[config.mk]
export PLATFORM = sky130hd
export DESIGN_NAME = sensors_sync4
export DESIGN_NICKNAME = d
export VERILOG_FILES = /design/src/rtl/sensor_pkg.sv /design/src/rtl/cmd_deser.sv /design/src/rtl/sens_sync.sv /design/src/rtl/status_tx.sv /design/src/rtl/sensor_channel.sv /design/src/rtl/status_router4.sv /design/src/rtl/sensors_sync4.sv
export SDC_FILE = /design/constraint.sdc
export NUM_CORES = 1
export LEC_CHECK = 0
export ABC_AREA = 1
export BUFFER_PORTS_ARGS = -buffer_cell sky130_fd_sc_hd__buf_4
export CELL_PAD_IN_SITES_DETAIL_PLACEMENT = 0
export CELL_PAD_IN_SITES_GLOBAL_PLACEMENT = 1
export CORE_ASPECT_RATIO = 0.8
export CORE_MARGIN = 1
export CORE_UTILIZATION = 47
export DETAILED_ROUTE_END_ITERATION = 12
export PLACE_DENSITY = 0.82
export SYNTH_ARGS = -nofsm -noshare
export SYNTH_HDL_FRONTEND = slang
export SYNTH_SLANG_ARGS = --single-unit
[constraint.sdc]
create_clock -name mclk -period 2.9 [get_ports mclk]
set_input_delay 0.58 -clock mclk [delete_from_list [all_inputs] [get_ports mclk]]
set_output_delay 0.58 -clock mclk [all_outputs]
set_load 0.01 [all_outputs]
[src/rtl/sensor_pkg.sv]
// sensor sync subsystem shared constants, address map and command/status word types
package sensor_pkg;

    localparam int NUM_SENSORS = 4;                 // sensor channels
    localparam int CHN_SEL_W   = $clog2(NUM_SENSORS); // channel index width
    localparam int CMD_BYTES   = 6;                 // AL, AH, D0..D3
    localparam int CMD_ADDR_W  = 16;
    localparam int CMD_DATA_W  = 32;

    localparam logic [CMD_ADDR_W-1:0] SENSOR_GROUP_ADDR = 16'h0400; // subsystem base
    localparam logic [CMD_ADDR_W-1:0] SENSOR_BASE_INC   = 16'h0040; // per-channel stride
    localparam int SENSOR_OFFS_W = 6;               // offset bits inside one channel window

    // register offsets inside a channel window
    localparam logic [SENSOR_OFFS_W-1:0] SENSOR_CTRL_RADDR    = 6'h00; // mode register
    localparam logic [SENSOR_OFFS_W-1:0] SENS_SYNC_MULT_RADDR = 6'h06; // decimation count
    localparam logic [SENSOR_OFFS_W-1:0] SENS_SYNC_LATE_RADDR = 6'h07; // lines before sof_late
    localparam logic [SENSOR_OFFS_W-1:0] SENS_STATUS_RADDR    = 6'h08; // any write -> status

    localparam int SENS_SYNC_FBITS     = 16;        // decimation counter bits
    localparam int SENS_SYNC_LBITS     = 16;        // late line counter bits
    localparam int SENS_SYNC_LATE_DFLT = 15;        // late line count after reset
    localparam int FRAME_CNT_W         = 16;        // passed frame counter bits

    localparam int SENSIO_STATUS_REG_BASE = 'h20;   // status addresses 0x21, 0x23, ...
    localparam int SENSIO_STATUS_REG_INC  = 2;
    localparam int SENSIO_STATUS_REG_REL  = 1;
    localparam int STATUS_BYTES           = 5;      // address byte + 4 data bytes

    // mode view of a command data word
    typedef struct packed {
        logic [22:0] rsvd_hi;                       // reserved
        logic        chn_en;                        // bit 8, channel enable
        logic [7:0]  rsvd_lo;                       // reserved
    } sens_mode_t;

    // count view of a command data word
    typedef struct packed {
        logic [15:0] unused;
        logic [15:0] value;                         // decimation or line count
    } sens_count_t;

    // one data word, decoded by register offset
    typedef union packed {
        sens_mode_t  mode;                          // at SENSOR_CTRL_RADDR
        sens_count_t count;                         // at the sync offsets
    } sens_cmd_data_u;

    // status word sent after the address byte, lsb first
    typedef struct packed {
        logic [14:0]            zero;
        logic                   chn_en;             // bit 16
        logic [FRAME_CNT_W-1:0] frame_cnt;          // passed frames
    } sens_status_t;

endpackage

[src/rtl/cmd_deser.sv]
// command deserializer, six bytes of the byte-serial bus into one register write
`timescale 1ns/10ps

module cmd_deser import sensor_pkg::*; (
    input  logic                  mclk,
    input  logic                  rst,
    input  logic [7:0]            cmd_ad,     // AL, AH, D0, D1, D2, D3
    input  logic                  cmd_stb,    // marks AL
    output logic [CMD_ADDR_W-1:0] wr_addr,
    output sens_cmd_data_u        wr_data,
    output logic                  wr_stb      // one cycle, with addr/data valid
);

    logic [2:0]                         byte_cnt; // 0 - idle, else index of next byte
    logic [CMD_ADDR_W+CMD_DATA_W-1:0]   cmd_sr;   // bytes shift in from the top

    // byte counter and write pulse
    always_ff @(posedge mclk) begin
        if (rst) begin
            byte_cnt <= 3'd0;
            wr_stb   <= 1'b0;
        end else begin
            wr_stb <= 1'b0;
            if (cmd_stb) begin
                byte_cnt <= 3'd1;                       // restarts any unfinished command
            end else if (byte_cnt == 3'(CMD_BYTES - 1)) begin
                byte_cnt <= 3'd0;                       // D3 taken now
                wr_stb   <= 1'b1;
            end else if (byte_cnt != 3'd0) begin
                byte_cnt <= byte_cnt + 3'd1;
            end
        end
    end

    // payload shift, lsb byte ends at the bottom
    always_ff @(posedge mclk) begin
        if (cmd_stb || (byte_cnt != 3'd0)) begin
            cmd_sr <= {cmd_ad, cmd_sr[CMD_ADDR_W+CMD_DATA_W-1:8]};
        end
    end

    assign wr_addr = cmd_sr[CMD_ADDR_W-1:0];            // AH:AL
    assign wr_data = cmd_sr[CMD_ADDR_W +: CMD_DATA_W];  // D3:D2:D1:D0

endmodule

[src/rtl/sens_sync.sv]
// frame sync for one sensor, decimation, delayed start of frame and passed frame count
`timescale 1ns/10ps

module sens_sync import sensor_pkg::*; (
    input  logic                       mclk,
    input  logic                       rst,
    input  logic                       chn_en,    // channel enable
    input  logic [SENS_SYNC_FBITS-1:0] mult,      // pass 1 of (mult+1) frames
    input  logic [SENS_SYNC_LBITS-1:0] late,      // lines before sof_late
    input  logic                       sof_in,
    input  logic                       eof_in,
    input  logic                       line_in,   // end of line
    output logic                       sof_out,
    output logic                       eof_out,
    output logic                       sof_late,
    output logic [FRAME_CNT_W-1:0]     frame_cnt  // frames passed so far
);

    logic [SENS_SYNC_FBITS-1:0] dec_cnt;   // input frame counter, wraps after mult
    logic [SENS_SYNC_LBITS-1:0] line_cnt;  // lines since accepted sof
    logic                       in_frame;  // between accepted sof and its eof
    logic                       late_pend; // sof_late still owed
    logic                       accept;    // this sof_in is passed

    assign accept = sof_in & chn_en & (dec_cnt == '0);

    always_ff @(posedge mclk) begin
        if (rst) begin
            dec_cnt   <= '0;
            line_cnt  <= '0;
            in_frame  <= 1'b0;
            late_pend <= 1'b0;
            sof_out   <= 1'b0;
            eof_out   <= 1'b0;
            sof_late  <= 1'b0;
            frame_cnt <= '0;
        end else begin
            sof_out  <= accept;
            eof_out  <= eof_in & in_frame;           // only the passed frame's eof
            sof_late <= 1'b0;

            // decimation
            if (!chn_en) begin
                dec_cnt <= '0;                       // disable restarts the sequence
            end else if (sof_in) begin
                dec_cnt <= (dec_cnt >= mult) ? '0 : dec_cnt + 1'b1;
            end

            if (accept) begin
                in_frame <= 1'b1;
            end else if (eof_in) begin
                in_frame <= 1'b0;
            end

            // late start, line count or eof, whichever first
            if (accept) begin
                line_cnt  <= '0;
                late_pend <= (late != '0);
                sof_late  <= (late == '0);           // zero lines - with sof_out
            end else if (late_pend && (eof_in || (line_in && (line_cnt + 1'b1 == late)))) begin
                late_pend <= 1'b0;
                sof_late  <= 1'b1;
            end else if (late_pend && line_in) begin
                line_cnt  <= line_cnt + 1'b1;
            end

            if (accept) begin
                frame_cnt <= frame_cnt + 1'b1;       // counts each sof_out
            end
        end
    end

endmodule

[src/rtl/status_tx.sv]
// status packet transmitter, address byte then the 32-bit status word lsb first
`timescale 1ns/10ps

module status_tx import sensor_pkg::*; #(
    parameter logic [7:0] STATUS_ADDR = 8'h21   // address byte of this source
) (
    input  logic         mclk,
    input  logic         rst,
    input  logic         send,          // request one packet
    input  sens_status_t status_word,
    output logic [7:0]   status_ad,
    output logic         status_rq,
    input  logic         status_start   // byte 0 goes out in this cycle
);

    logic                      rq_pend;   // request waiting for start
    logic [2:0]                byte_idx;  // 0 - idle, 1..4 data bytes
    logic [CMD_DATA_W-1:0]     word_sr;   // latched word, shifts down a byte per cycle

    assign status_rq = rq_pend & ~status_start;   // falls with the start pulse

    always_comb begin
        if (status_start) begin
            status_ad = STATUS_ADDR;              // byte 0
        end else if (byte_idx != 3'd0) begin
            status_ad = word_sr[7:0];
        end else begin
            status_ad = 8'h00;
        end
    end

    always_ff @(posedge mclk) begin
        if (rst) begin
            rq_pend  <= 1'b0;
            byte_idx <= 3'd0;
        end else begin
            rq_pend <= send | (rq_pend & ~status_start); // new send keeps it pending
            if (status_start) begin
                byte_idx <= 3'd1;
            end else if (byte_idx == 3'(STATUS_BYTES - 1)) begin
                byte_idx <= 3'd0;                 // last data byte shown
            end else if (byte_idx != 3'd0) begin
                byte_idx <= byte_idx + 3'd1;
            end
        end
    end

    always_ff @(posedge mclk) begin
        if (status_start) begin
            word_sr <= status_word;               // snapshot at start
        end else begin
            word_sr <= word_sr >> 8;
        end
    end

endmodule

[src/rtl/sensor_channel.sv]
// one sensor channel, register decode, frame sync and status source
`timescale 1ns/10ps

module sensor_channel import sensor_pkg::*; #(
    parameter int CHN_NUM = 0                       // channel index, sets addresses
) (
    input  logic                  mclk,
    input  logic                  rst,
    input  logic [CMD_ADDR_W-1:0] wr_addr,          // broadcast write
    input  sens_cmd_data_u        wr_data,
    input  logic                  wr_stb,
    input  logic                  sof_in,
    input  logic                  eof_in,
    input  logic                  line_in,
    output logic                  sof_out,
    output logic                  eof_out,
    output logic                  sof_late,
    output logic [7:0]            status_ad,
    output logic                  status_rq,
    input  logic                  status_start
);

    logic [CMD_ADDR_W-1:0]      chn_base;   // first address of this window
    logic [SENSOR_OFFS_W-1:0]   reg_offs;   // register inside the window
    logic                       win_hit;    // write lands in this channel
    logic                       chn_en;
    logic [SENS_SYNC_FBITS-1:0] mult;
    logic [SENS_SYNC_LBITS-1:0] late;
    logic                       send;       // status request pulse
    logic [FRAME_CNT_W-1:0]     frame_cnt;
    sens_status_t               status_word;

    assign chn_base = SENSOR_GROUP_ADDR + CMD_ADDR_W'(CHN_NUM) * SENSOR_BASE_INC;
    assign reg_offs = wr_addr[SENSOR_OFFS_W-1:0];
    assign win_hit  = wr_stb &
        (wr_addr[CMD_ADDR_W-1:SENSOR_OFFS_W] == chn_base[CMD_ADDR_W-1:SENSOR_OFFS_W]);

    always_ff @(posedge mclk) begin
        if (rst) begin
            chn_en <= 1'b0;
            mult   <= '0;                           // every frame
            late   <= SENS_SYNC_LBITS'(SENS_SYNC_LATE_DFLT);
            send   <= 1'b0;
        end else begin
            send <= win_hit & (reg_offs == SENS_STATUS_RADDR); // data ignored
            if (win_hit) begin
                case (reg_offs)
                    SENSOR_CTRL_RADDR:    chn_en <= wr_data.mode.chn_en;  // mode view
                    SENS_SYNC_MULT_RADDR: mult   <= wr_data.count.value;  // count view
                    SENS_SYNC_LATE_RADDR: late   <= wr_data.count.value;
                    default: ;
                endcase
            end
        end
    end

    assign status_word = '{zero: '0, chn_en: chn_en, frame_cnt: frame_cnt};

    sens_sync sens_sync_i (
        .mclk      (mclk),
        .rst       (rst),
        .chn_en    (chn_en),
        .mult      (mult),
        .late      (late),
        .sof_in    (sof_in),
        .eof_in    (eof_in),
        .line_in   (line_in),
        .sof_out   (sof_out),
        .eof_out   (eof_out),
        .sof_late  (sof_late),
        .frame_cnt (frame_cnt)
    );

    status_tx #(
        .STATUS_ADDR (8'(SENSIO_STATUS_REG_BASE + SENSIO_STATUS_REG_REL +
                         CHN_NUM * SENSIO_STATUS_REG_INC))   // 0x21 + 2*chn
    ) status_tx_i (
        .mclk         (mclk),
        .rst          (rst),
        .send         (send),
        .status_word  (status_word),
        .status_ad    (status_ad),
        .status_rq    (status_rq),
        .status_start (status_start)
    );

endmodule

[src/rtl/status_router4.sv]
// round-robin status router, four packet sources onto one status byte bus
`timescale 1ns/10ps

module status_router4 import sensor_pkg::*; (
    input  logic                        mclk,
    input  logic                        rst,
    input  logic [NUM_SENSORS-1:0][7:0] db_in,     // per-source bytes
    input  logic [NUM_SENSORS-1:0]      rq_in,     // per-source requests
    output logic [NUM_SENSORS-1:0]      start_in,  // start to the selected source
    output logic [7:0]                  db_out,
    output logic                        rq_out,
    input  logic                        start_out  // consumer takes byte 0
);

    logic [CHN_SEL_W-1:0] sel;       // source on the bus
    logic [CHN_SEL_W-1:0] last;      // source served last
    logic [CHN_SEL_W-1:0] nxt;       // next requester after last
    logic [2:0]           busy_cnt;  // data bytes still to pass
    logic                 idle;

    assign idle = (busy_cnt == 3'd0);

    // search last+1 .. last+4, nearest wins
    always_comb begin
        logic [CHN_SEL_W-1:0] idx;
        nxt = sel;                                   // nobody asking - hold
        for (int k = NUM_SENSORS; k >= 1; k--) begin
            idx = last + CHN_SEL_W'(k);
            if (rq_in[idx]) begin
                nxt = idx;
            end
        end
    end

    always_comb begin
        start_in      = '0;
        start_in[sel] = start_out & idle;            // only one source sees start
    end

    assign rq_out = idle & rq_in[sel];               // hidden while a packet runs
    assign db_out = db_in[sel];                      // no delay

    always_ff @(posedge mclk) begin
        if (rst) begin
            sel      <= '0;
            last     <= '1;                          // channel 0 first
            busy_cnt <= 3'd0;
        end else if (idle && start_out) begin
            busy_cnt <= 3'(STATUS_BYTES - 1);        // sel frozen for the packet
            last     <= sel;
        end else if (!idle) begin
            busy_cnt <= busy_cnt - 3'd1;
        end else begin
            sel      <= nxt;
        end
    end

endmodule

[src/rtl/sensors_sync4.sv]
// four-channel sensor frame sync top with the command input stage, channels and status router
`timescale 1ns/10ps

module sensors_sync4 import sensor_pkg::*; (
    input  logic                   mclk,
    input  logic                   rst,
    input  logic [7:0]             cmd_ad,       // byte-serial command
    input  logic                   cmd_stb,      // with the first byte
    input  logic [NUM_SENSORS-1:0] sof_in,
    input  logic [NUM_SENSORS-1:0] eof_in,
    input  logic [NUM_SENSORS-1:0] line_in,
    output logic [NUM_SENSORS-1:0] sof_out,
    output logic [NUM_SENSORS-1:0] eof_out,
    output logic [NUM_SENSORS-1:0] sof_late,
    output logic [7:0]             status_ad,
    output logic                   status_rq,
    input  logic                   status_start
);

    logic [7:0]                  cmd_ad_r;     // registered command byte
    logic                        cmd_stb_r;
    logic [CMD_ADDR_W-1:0]       wr_addr;
    sens_cmd_data_u              wr_data;
    logic                        wr_stb;
    logic [NUM_SENSORS-1:0][7:0] status_ad_chn;
    logic [NUM_SENSORS-1:0]      status_rq_chn;
    logic [NUM_SENSORS-1:0]      status_start_chn;

    always_ff @(posedge mclk) begin
        if (rst) cmd_stb_r <= 1'b0;
        else     cmd_stb_r <= cmd_stb;
    end

    always_ff @(posedge mclk) begin
        cmd_ad_r <= cmd_ad;                          // command byte
    end

    cmd_deser cmd_deser_i (
        .mclk (mclk), .rst (rst),
        .cmd_ad (cmd_ad_r), .cmd_stb (cmd_stb_r),
        .wr_addr (wr_addr), .wr_data (wr_data), .wr_stb (wr_stb)
    );

    for (genvar i = 0; i < NUM_SENSORS; i++) begin : gen_chn
        sensor_channel #(.CHN_NUM (i)) sensor_channel_i (
            .mclk (mclk), .rst (rst),
            .wr_addr (wr_addr), .wr_data (wr_data), .wr_stb (wr_stb),   // broadcast
            .sof_in (sof_in[i]), .eof_in (eof_in[i]), .line_in (line_in[i]),
            .sof_out (sof_out[i]), .eof_out (eof_out[i]), .sof_late (sof_late[i]),
            .status_ad (status_ad_chn[i]), .status_rq (status_rq_chn[i]),
            .status_start (status_start_chn[i])
        );
    end

    status_router4 status_router4_i (
        .mclk (mclk), .rst (rst),
        .db_in (status_ad_chn), .rq_in (status_rq_chn), .start_in (status_start_chn),
        .db_out (status_ad), .rq_out (status_rq), .start_out (status_start)
    );

endmodule

# ---- Word-level counts from Yosys, hierarchy flattened
# Cells that the tools add are included.
dict set report word_totals {
  mem_bits_ro 0
  latchBits 0
  mem_bits_rw 0
  mem_count 0
  register_bits 500
  wordCells 326
}
dict set report op_classes {
  n_addsub 21
  shift 0
  magnitude_cmp 10
  bitwise 44
  n_eq_ne 17
  mux 76
  n_mul 0
  div 0
  n_reduce_logical 84
}
# cell n
set op_table {}
lappend op_table {{16-bit by 1-bit adder with 16-bit output, second input constant} 12}
lappend op_table {{16-bit logical NOT} 8}
lappend op_table {{8-bit two-way mux} 9}
lappend op_table {{17-bit two-way mux} 4}
lappend op_table {{16-bit equality test} 4}
lappend op_table {{16-bit >= comparator} 4}
lappend op_table {{16-bit two-way mux} 4}
lappend op_table {{16-bit nonzero test} 4}
lappend op_table {{1-bit two-way mux} 46}
lappend op_table {{10-bit by 5-bit equality test with 1-bit output, second input constant} 4}
lappend op_table {{2-bit AND reduction} 16}
lappend op_table {{3-bit nonzero test} 10}
lappend op_table {{1-bit bitwise AND} 26}
lappend op_table {{2-bit OR reduction} 10}
lappend op_table {{8-bit binary-select mux with 2-bit select} 1}
lappend op_table {{2-bit nonzero test} 8}
lappend op_table {{3-bit by 1-bit adder with 3-bit output, second input constant} 5}
lappend op_table {{3-bit equality test, second input constant} 5}
lappend op_table {{2-bit by 3-bit < comparator with 1-bit output, second input constant} 5}
lappend op_table {{3-bit OR reduction} 5}
lappend op_table {{1-bit logical AND} 14}
lappend op_table {{1-bit inverter} 13}
lappend op_table {{6-bit by 3-bit equality test with 1-bit output, second input constant} 2}
lappend op_table {{1-bit binary-select mux with 2-bit select} 5}
lappend op_table {{16 further kinds} 28}

# ---- Depth between registers and ports, before layout
dict set report logic_depth {
  depth_word 13
  depth_mapped 17
  ltp_nobuf 17
}

# ---- By module
# From an unflattened synthesis, not the netlist that was laid out.
dict set report unflattened {
  hier_cells 4178
  hier_area_um2 29180.5
}
# module area_per_inst_um2 cells_per_inst instances
set modules_own_cells {}
lappend modules_own_cells {sens_sync 3724.8 586 4}
lappend modules_own_cells {{sensor_channel (gen_chn[1].sensor_channel_i ...)} 1621.6 229 2}
lappend modules_own_cells {{status_tx (gen_chn[1].sensor_channel_i.status_tx_i ...)} 1292.5 170 2}
lappend modules_own_cells {cmd_deser 1652.8 77 1}
lappend modules_own_cells {{sensor_channel (gen_chn[0].sensor_channel_i)} 1624.1 241 1}
lappend modules_own_cells {{sensor_channel (gen_chn[3].sensor_channel_i)} 1570.3 230 1}
lappend modules_own_cells {{status_tx (gen_chn[0].sensor_channel_i.status_tx_i)} 1308.8 169 1}
lappend modules_own_cells {{status_tx (gen_chn[3].sensor_channel_i.status_tx_i)} 1295.0 170 1}
lappend modules_own_cells {status_router4 812.0 138 1}
lappend modules_own_cells {sensors_sync4 190.2 11 1}

# ---- Worst setup path after synthesis
# No wires, ideal clock.
dict set report synth_path {
  path_type {flip-flop to flip-flop}
  startpoint {register cmd_deser_i.byte_cnt[0]}
  endpoint {register cmd_deser_i.cmd_sr[0] (enable)}
  t_arrival_ps 1602
  setup_time_ps 583
  n_path_buf 0
  path_stages_with_launch 6
  path_slack_ps 715
  synth_period_minus_slack_ps 2185
  cell_sequence {dfxtp_1 > inv_1 > ha_1 > inv_1 > nor2_1 > nand2_1}
}
dict set report synth_via {
  elab_chain_cells 2
}
# element line_no
set synth_lines {}
lappend synth_lines {{start: declaration} cmd_deser.sv:14} ;# logic [2:0] byte_cnt;
lappend synth_lines {{start signal: assignment} cmd_deser.sv:30} ;# byte_cnt <= byte_cnt + 3'd1;
lappend synth_lines {{3-bit nonzero test} cmd_deser.sv:37} ;# if (cmd_stb || (byte_cnt != 3'd0)) begin
lappend synth_lines {{1-bit logical OR} cmd_deser.sv:37}
lappend synth_lines {{end signal: assignment} cmd_deser.sv:38} ;# cmd_sr <= {cmd_ad, cmd_sr[CMD_ADDR_W+CMD_DATA_W-1:8]};
lappend synth_lines {{end: declaration} cmd_deser.sv:15} ;# logic [CMD_ADDR_W+CMD_DATA_W-1:0] cmd_sr;
# Every way passes these cells.
# A chain may end at the register's enable or synchronous reset.

# ---- Worst setup path in the final report
dict set report layout_path {
  startpoint {register gen_chn[3].sensor_channel_i.status_tx_i.byte_idx[0]}
  endpoint {output port status_ad[6]}
}
dict set report layout_via {
  elab_chain_cells 5
}
# element line_no
set layout_lines {}
lappend layout_lines {{start: declaration} status_tx.sv:17} ;# logic [2:0] byte_idx;
lappend layout_lines {{start signal: assignment} status_tx.sv:43} ;# byte_idx <= byte_idx + 3'd1;
lappend layout_lines {{3-bit nonzero test} status_tx.sv:25} ;# end else if (byte_idx != 3'd0) begin
lappend layout_lines {{8-bit two-way mux} status_tx.sv:25}
lappend layout_lines {{8-bit two-way mux} status_tx.sv:23} ;# if (status_start) begin
lappend layout_lines {{8-bit binary-select mux with 2-bit select} status_router4.sv:41} ;# assign db_out = db_in[sel];
lappend layout_lines {{8-bit two-way mux (implied by the code)} status_router4.sv:41}
lappend layout_lines {{end: declaration} sensors_sync4.sv:15} ;# output logic [7:0] status_ad,
# Every way passes these cells. The select of a mux whose other input is x is not followed.

==> results.py <==
metrics = {
    "outcome": {
        "status": "finished, final reports clean",
    },
    "clock_tree": {
        "cts.clk_slew.worst_paths_ns": 0.06,
        "cts.htree.levels": 2,
        "clock-root-buffer": "clkbuf_16",
        "cts_num_sinks": 500,
        "clk_latency_ns": 0.61,
        "numCtsBuffers": 53,
        "clk_path_buf_depth": 3,
        "cts_tree": "done",
    },
    "placement": {
        "gp_congestion": 0.9014,
        "port_buffers": 44,
        "hpwl_microns": 47280,
    },
    "logic_synthesis": {
        "synth_area_sq_um": 24380,
        "synth.distinct_cells": 47,
        "synth_warnings": 0,
        "synth_area_per_cell_sq_um": 7.392,
        "synthArstFlopShare_pct": 0,
        "ys_seq_area_share_pct": 43.03,
        "synthesis.nets": 3415,
        "ys_ff_latch": 500,
        "synth_enable_flop_cells": 48,
        "synthCells": 3298,
        "synth_ff_type": "dfxtp_1",
    },
    "setup_path": {
        "cp_max_fo": 4,
        "cp-start-kind": "flip-flop",
        "required_ns": 2.32,
        "r2r_cells": 6,
        "cp-end-kind": "output pin",
        "crit_type": "reg2out",
        "arrival_ns": 2.23,
    },
    "timing": {
        "slew_headroom_pct": 42.96,
        "fin_tns_setup_ns": 0,
        "hold_slack_ns": 0.07369,
        "rsz0062_at_grt": "true",
        "tightest_slew_ns": 0.8556,
        "fmax_mhz": 356.2,
        "finalHoldViolCount": 0,
        "setup_viol_count_final": 0,
        "fin_skew_ns": 0.01723,
        "finalCriticalPeriod_ns": 2.807,
        "finalCritPeriodShare_pct": 96.80,
        "slew_viol_final": 0,
    },
    "drt": {
        "drt_first_iter_violations": 1405,
        "totalWireLength_microns": 64900,
        "ant_nets": 0,
        "vias": 21310,
        "firstDrtPassIters": 5,
        "drc": 0,
        "wl_per_cell_microns": 15.92,
        "via_per_inst": 5.226,
    },
    "power": {
        "cellPowerDensity_nw_per_um2": 582.6,
        "total_leakage_power_nw": 11.16,
        "ir_drop_uv": 586.7,
    },
    "final_layout": {
        "syn_to_final_growth_pct": 12.65,
        "layout-drive-gt1-share_pct": 8.193,
        "register_area_sq_um": 10500,
        "diodes": 0,
        "final_nets": 3466,
        "multi_input_area_sq_um": 11760,
        "fillerInstances": 4936,
    },
    "grt": {
        "grt_max_degree": 74,
        "grt.total_usage_pct": 24.53,
        "grt.overflow.total": 0,
        "grt_pass1_wl_microns": 104700,
        "grt_pass1_vias": 19960,
        "antenna_found_initial": 1,
    },
    "die": {
        "die_h_microns": 205.7,
        "core_area_sq_um": 51110,
        "fp-row-count": 74,
        "ios": 45,
        "die_w_microns": 256.6,
        "fp.dieArea_sq_um": 52790,
        "start_util_pct": 47.70,
    },
    "min_path": {
        "whs_path_depth": 1,
        "min_path_type": "in2reg",
    },
    "flow_run": {
        "max_cap_viol_count": 0,
    },
}
==> final timing paths <==
path | from | endpoint | slack (ns)
worst max-delay path | flip-flop | status_ad[6] | 0.09
worst min-delay path | cmd_ad[4] | cmd_ad_r[4] | 0.07
worst max register to register | cmd_deser_i.cmd_sr[9] | gen_chn[2].sensor_channel_i.late[13] | 0.43
worst min register to register | cmd_ad_r[6] | cmd_deser_i.cmd_sr[46] | 0.40
==> critical path, stage by stage (launching register included) <==
cell      delay (ns)
dfxtp_2         0.33
inv_1           0.08
ha_2            0.20
inv_2           0.06
nor2_4          0.14
nor2_4          0.06
buf_4           0.13
a221oi_1        0.36
nor4_1          0.10
buf_4           0.16
==> cells in the final DEF (no fill, tap or decap), drive strengths merged, types with 3 or more instances in the layout <==
| cell type | count |
|---|---|
| xnor2 | 12 |
| clkinvlp | 6 |
| bufinv | 7 |
| nor3 | 89 |
| and2 | 3 |
| nor3b | 11 |
| clkbuf | 71 |
| or2 | 5 |
| nand4 | 101 |
| nand3 | 173 |
| o211ai | 24 |
| xor2 | 42 |
| a221oi | 9 |
| o21ai | 109 |
| a31oi | 14 |
| buf | 93 |
| nand3b | 12 |
| o21a | 4 |
| clkinv | 26 |
| o211a | 3 |
| inv | 458 |
| xnor3 | 6 |
| dfxtp | 452 |
| a21boi | 6 |
| nand2 | 719 |
| nor2 | 476 |
| nor4 | 42 |
| ha | 93 |
| a211oi | 123 |
| edfxtp | 48 |
| a21oi | 149 |
==> timing repair <==
action | in CTS | in global routing
setup buffers | 5 | 5
endpoints found under the setup margin | 8 | 9
pin swaps | 4 | 7
hold buffers | 0 | 0
resized for setup | 15 | 22
gates cloned | 0 | 2
==> synth_stat cells (2+ instances only) <==
cell type / count / area (sq um)
nand3_4: 3 / 52.55
ha_1: 93 / 1164
inv_2: 6 / 22.52
a221oi_1: 9 / 78.83
buf_1: 7 / 26.28
nand4_1: 101 / 631.9
o211a_1: 3 / 30.03
nand3_2: 3 / 30.03
nor2_2: 17 / 106.4
nor2_1: 449 / 1685
o31ai_1: 2 / 15.01
o21ai_1: 5 / 25.02
nor2_4: 10 / 112.6
buf_6: 5 / 56.30
nor4_1: 40 / 250.2
edfxtp_1: 48 / 1441
clkbuf_1: 66 / 247.7
a311oi_1: 2 / 17.52
a31oi_1: 14 / 87.58
nor3b_1: 11 / 82.58
o211ai_1: 24 / 180.2
buf_2: 5 / 25.02
nand2_4: 3 / 33.78
clkinv_1: 9 / 33.78
inv_1: 452 / 1697
nor3_1: 89 / 445.4
xnor3_1: 6 / 135.1
o21ai_0: 104 / 520.5
buf_4: 16 / 120.1
xnor2_1: 12 / 105.1
nand2_2: 6 / 37.54
nor4_2: 2 / 25.02
a21oi_1: 141 / 705.7
o21a_1: 4 / 30.03
a21boi_0: 6 / 45.04
and2_1: 3 / 18.77
nand3b_1: 12 / 90.09
xor2_1: 42 / 367.9
or2_2: 5 / 31.28
a21oi_2: 8 / 70.07
a211oi_1: 123 / 923.4
nand3_1: 167 / 835.8
nand2_1: 710 / 2665
dfxtp_1: 452 / 9049
==> cells by family (layout without fill, tap and decap cells) <==
logic type | after synthesis | in the layout | synth area share, %
simple gates | 1632 | 1632 | 29.29
buf+inv | 566 | 661 | 9.141
flops | 500 | 500 | 43.03
compound gates | 447 | 447 | 11.27
fa+ha+maj | 93 | 93 | 4.773
xor+xnor | 60 | 60 | 2.494
==> registers in the layout (all words and copies together) (netlist names), 8 cells and up <==
name / cells
cmd_ad_r: 8
cmd_deser_i.cmd_sr: 48
gen_chn.sensor_channel_i.late: 64
gen_chn.sensor_channel_i.mult: 64
gen_chn.sensor_channel_i.sens_sync_i.dec_cnt: 64
gen_chn.sensor_channel_i.sens_sync_i.frame_cnt: 64
gen_chn.sensor_channel_i.sens_sync_i.line_cnt: 64
gen_chn.sensor_channel_i.status_tx_i.byte_idx: 12
gen_chn.sensor_channel_i.status_tx_i.word_sr: 68
==> stage by stage <==
| stage | std cells | power, mW | setup WS (ns) | instance area (sq um) | util (%) |
|---|---|---|---|---|---|
| after detailed placement | 3966 | 8.842 | 0.4335 | 25410 | 49.71 |
| after floorplan | 3298 | 8.262 | 0.7150 | 24380 | - |
| final | 4077 | 16.00 | 0.09276 | 27460 | 53.73 |
| after global placement | 3966 | 8.773 | 0.4885 | 25410 | 49.71 |
| after global routing | 4077 | 16.57 | -0.02696 | 27460 | 53.73 |
| after CTS | 4070 | 16.08 | -0.02912 | 27360 | 53.52 |
==> layout make-up <==
cell class	count	share of cell area, %
Sequential cell	500	38.23
Multi-Input combinational cell	2232	42.81
Clock inverter	28	1.299
Inverter	467	6.420
Timing Repair inverter	2	0.02734
Tap cell	684	3.116
Timing Repair Buffer	93	2.647
Clock buffer	71	5.449
==> report_power, final <==
part | internal [mW] | leakage, nW | switching, mW
Combinational | 0.307 | 6.14 | 0.798
Clock | 4.26 | 0.901 | 2.92
Sequential | 7.32 | 4.12 | 0.394
==> layer usage <==
metal  vias up  routed length (microns)  track usage (%)
met4         0                     1558            7.419
met3        91                     3102            3.190
met1      9793                    31960            34.58
met5         -                        0                0
li1      10990                        -                -
met2       430                    28280            39.06
Power figures use the tool's default switching activity.
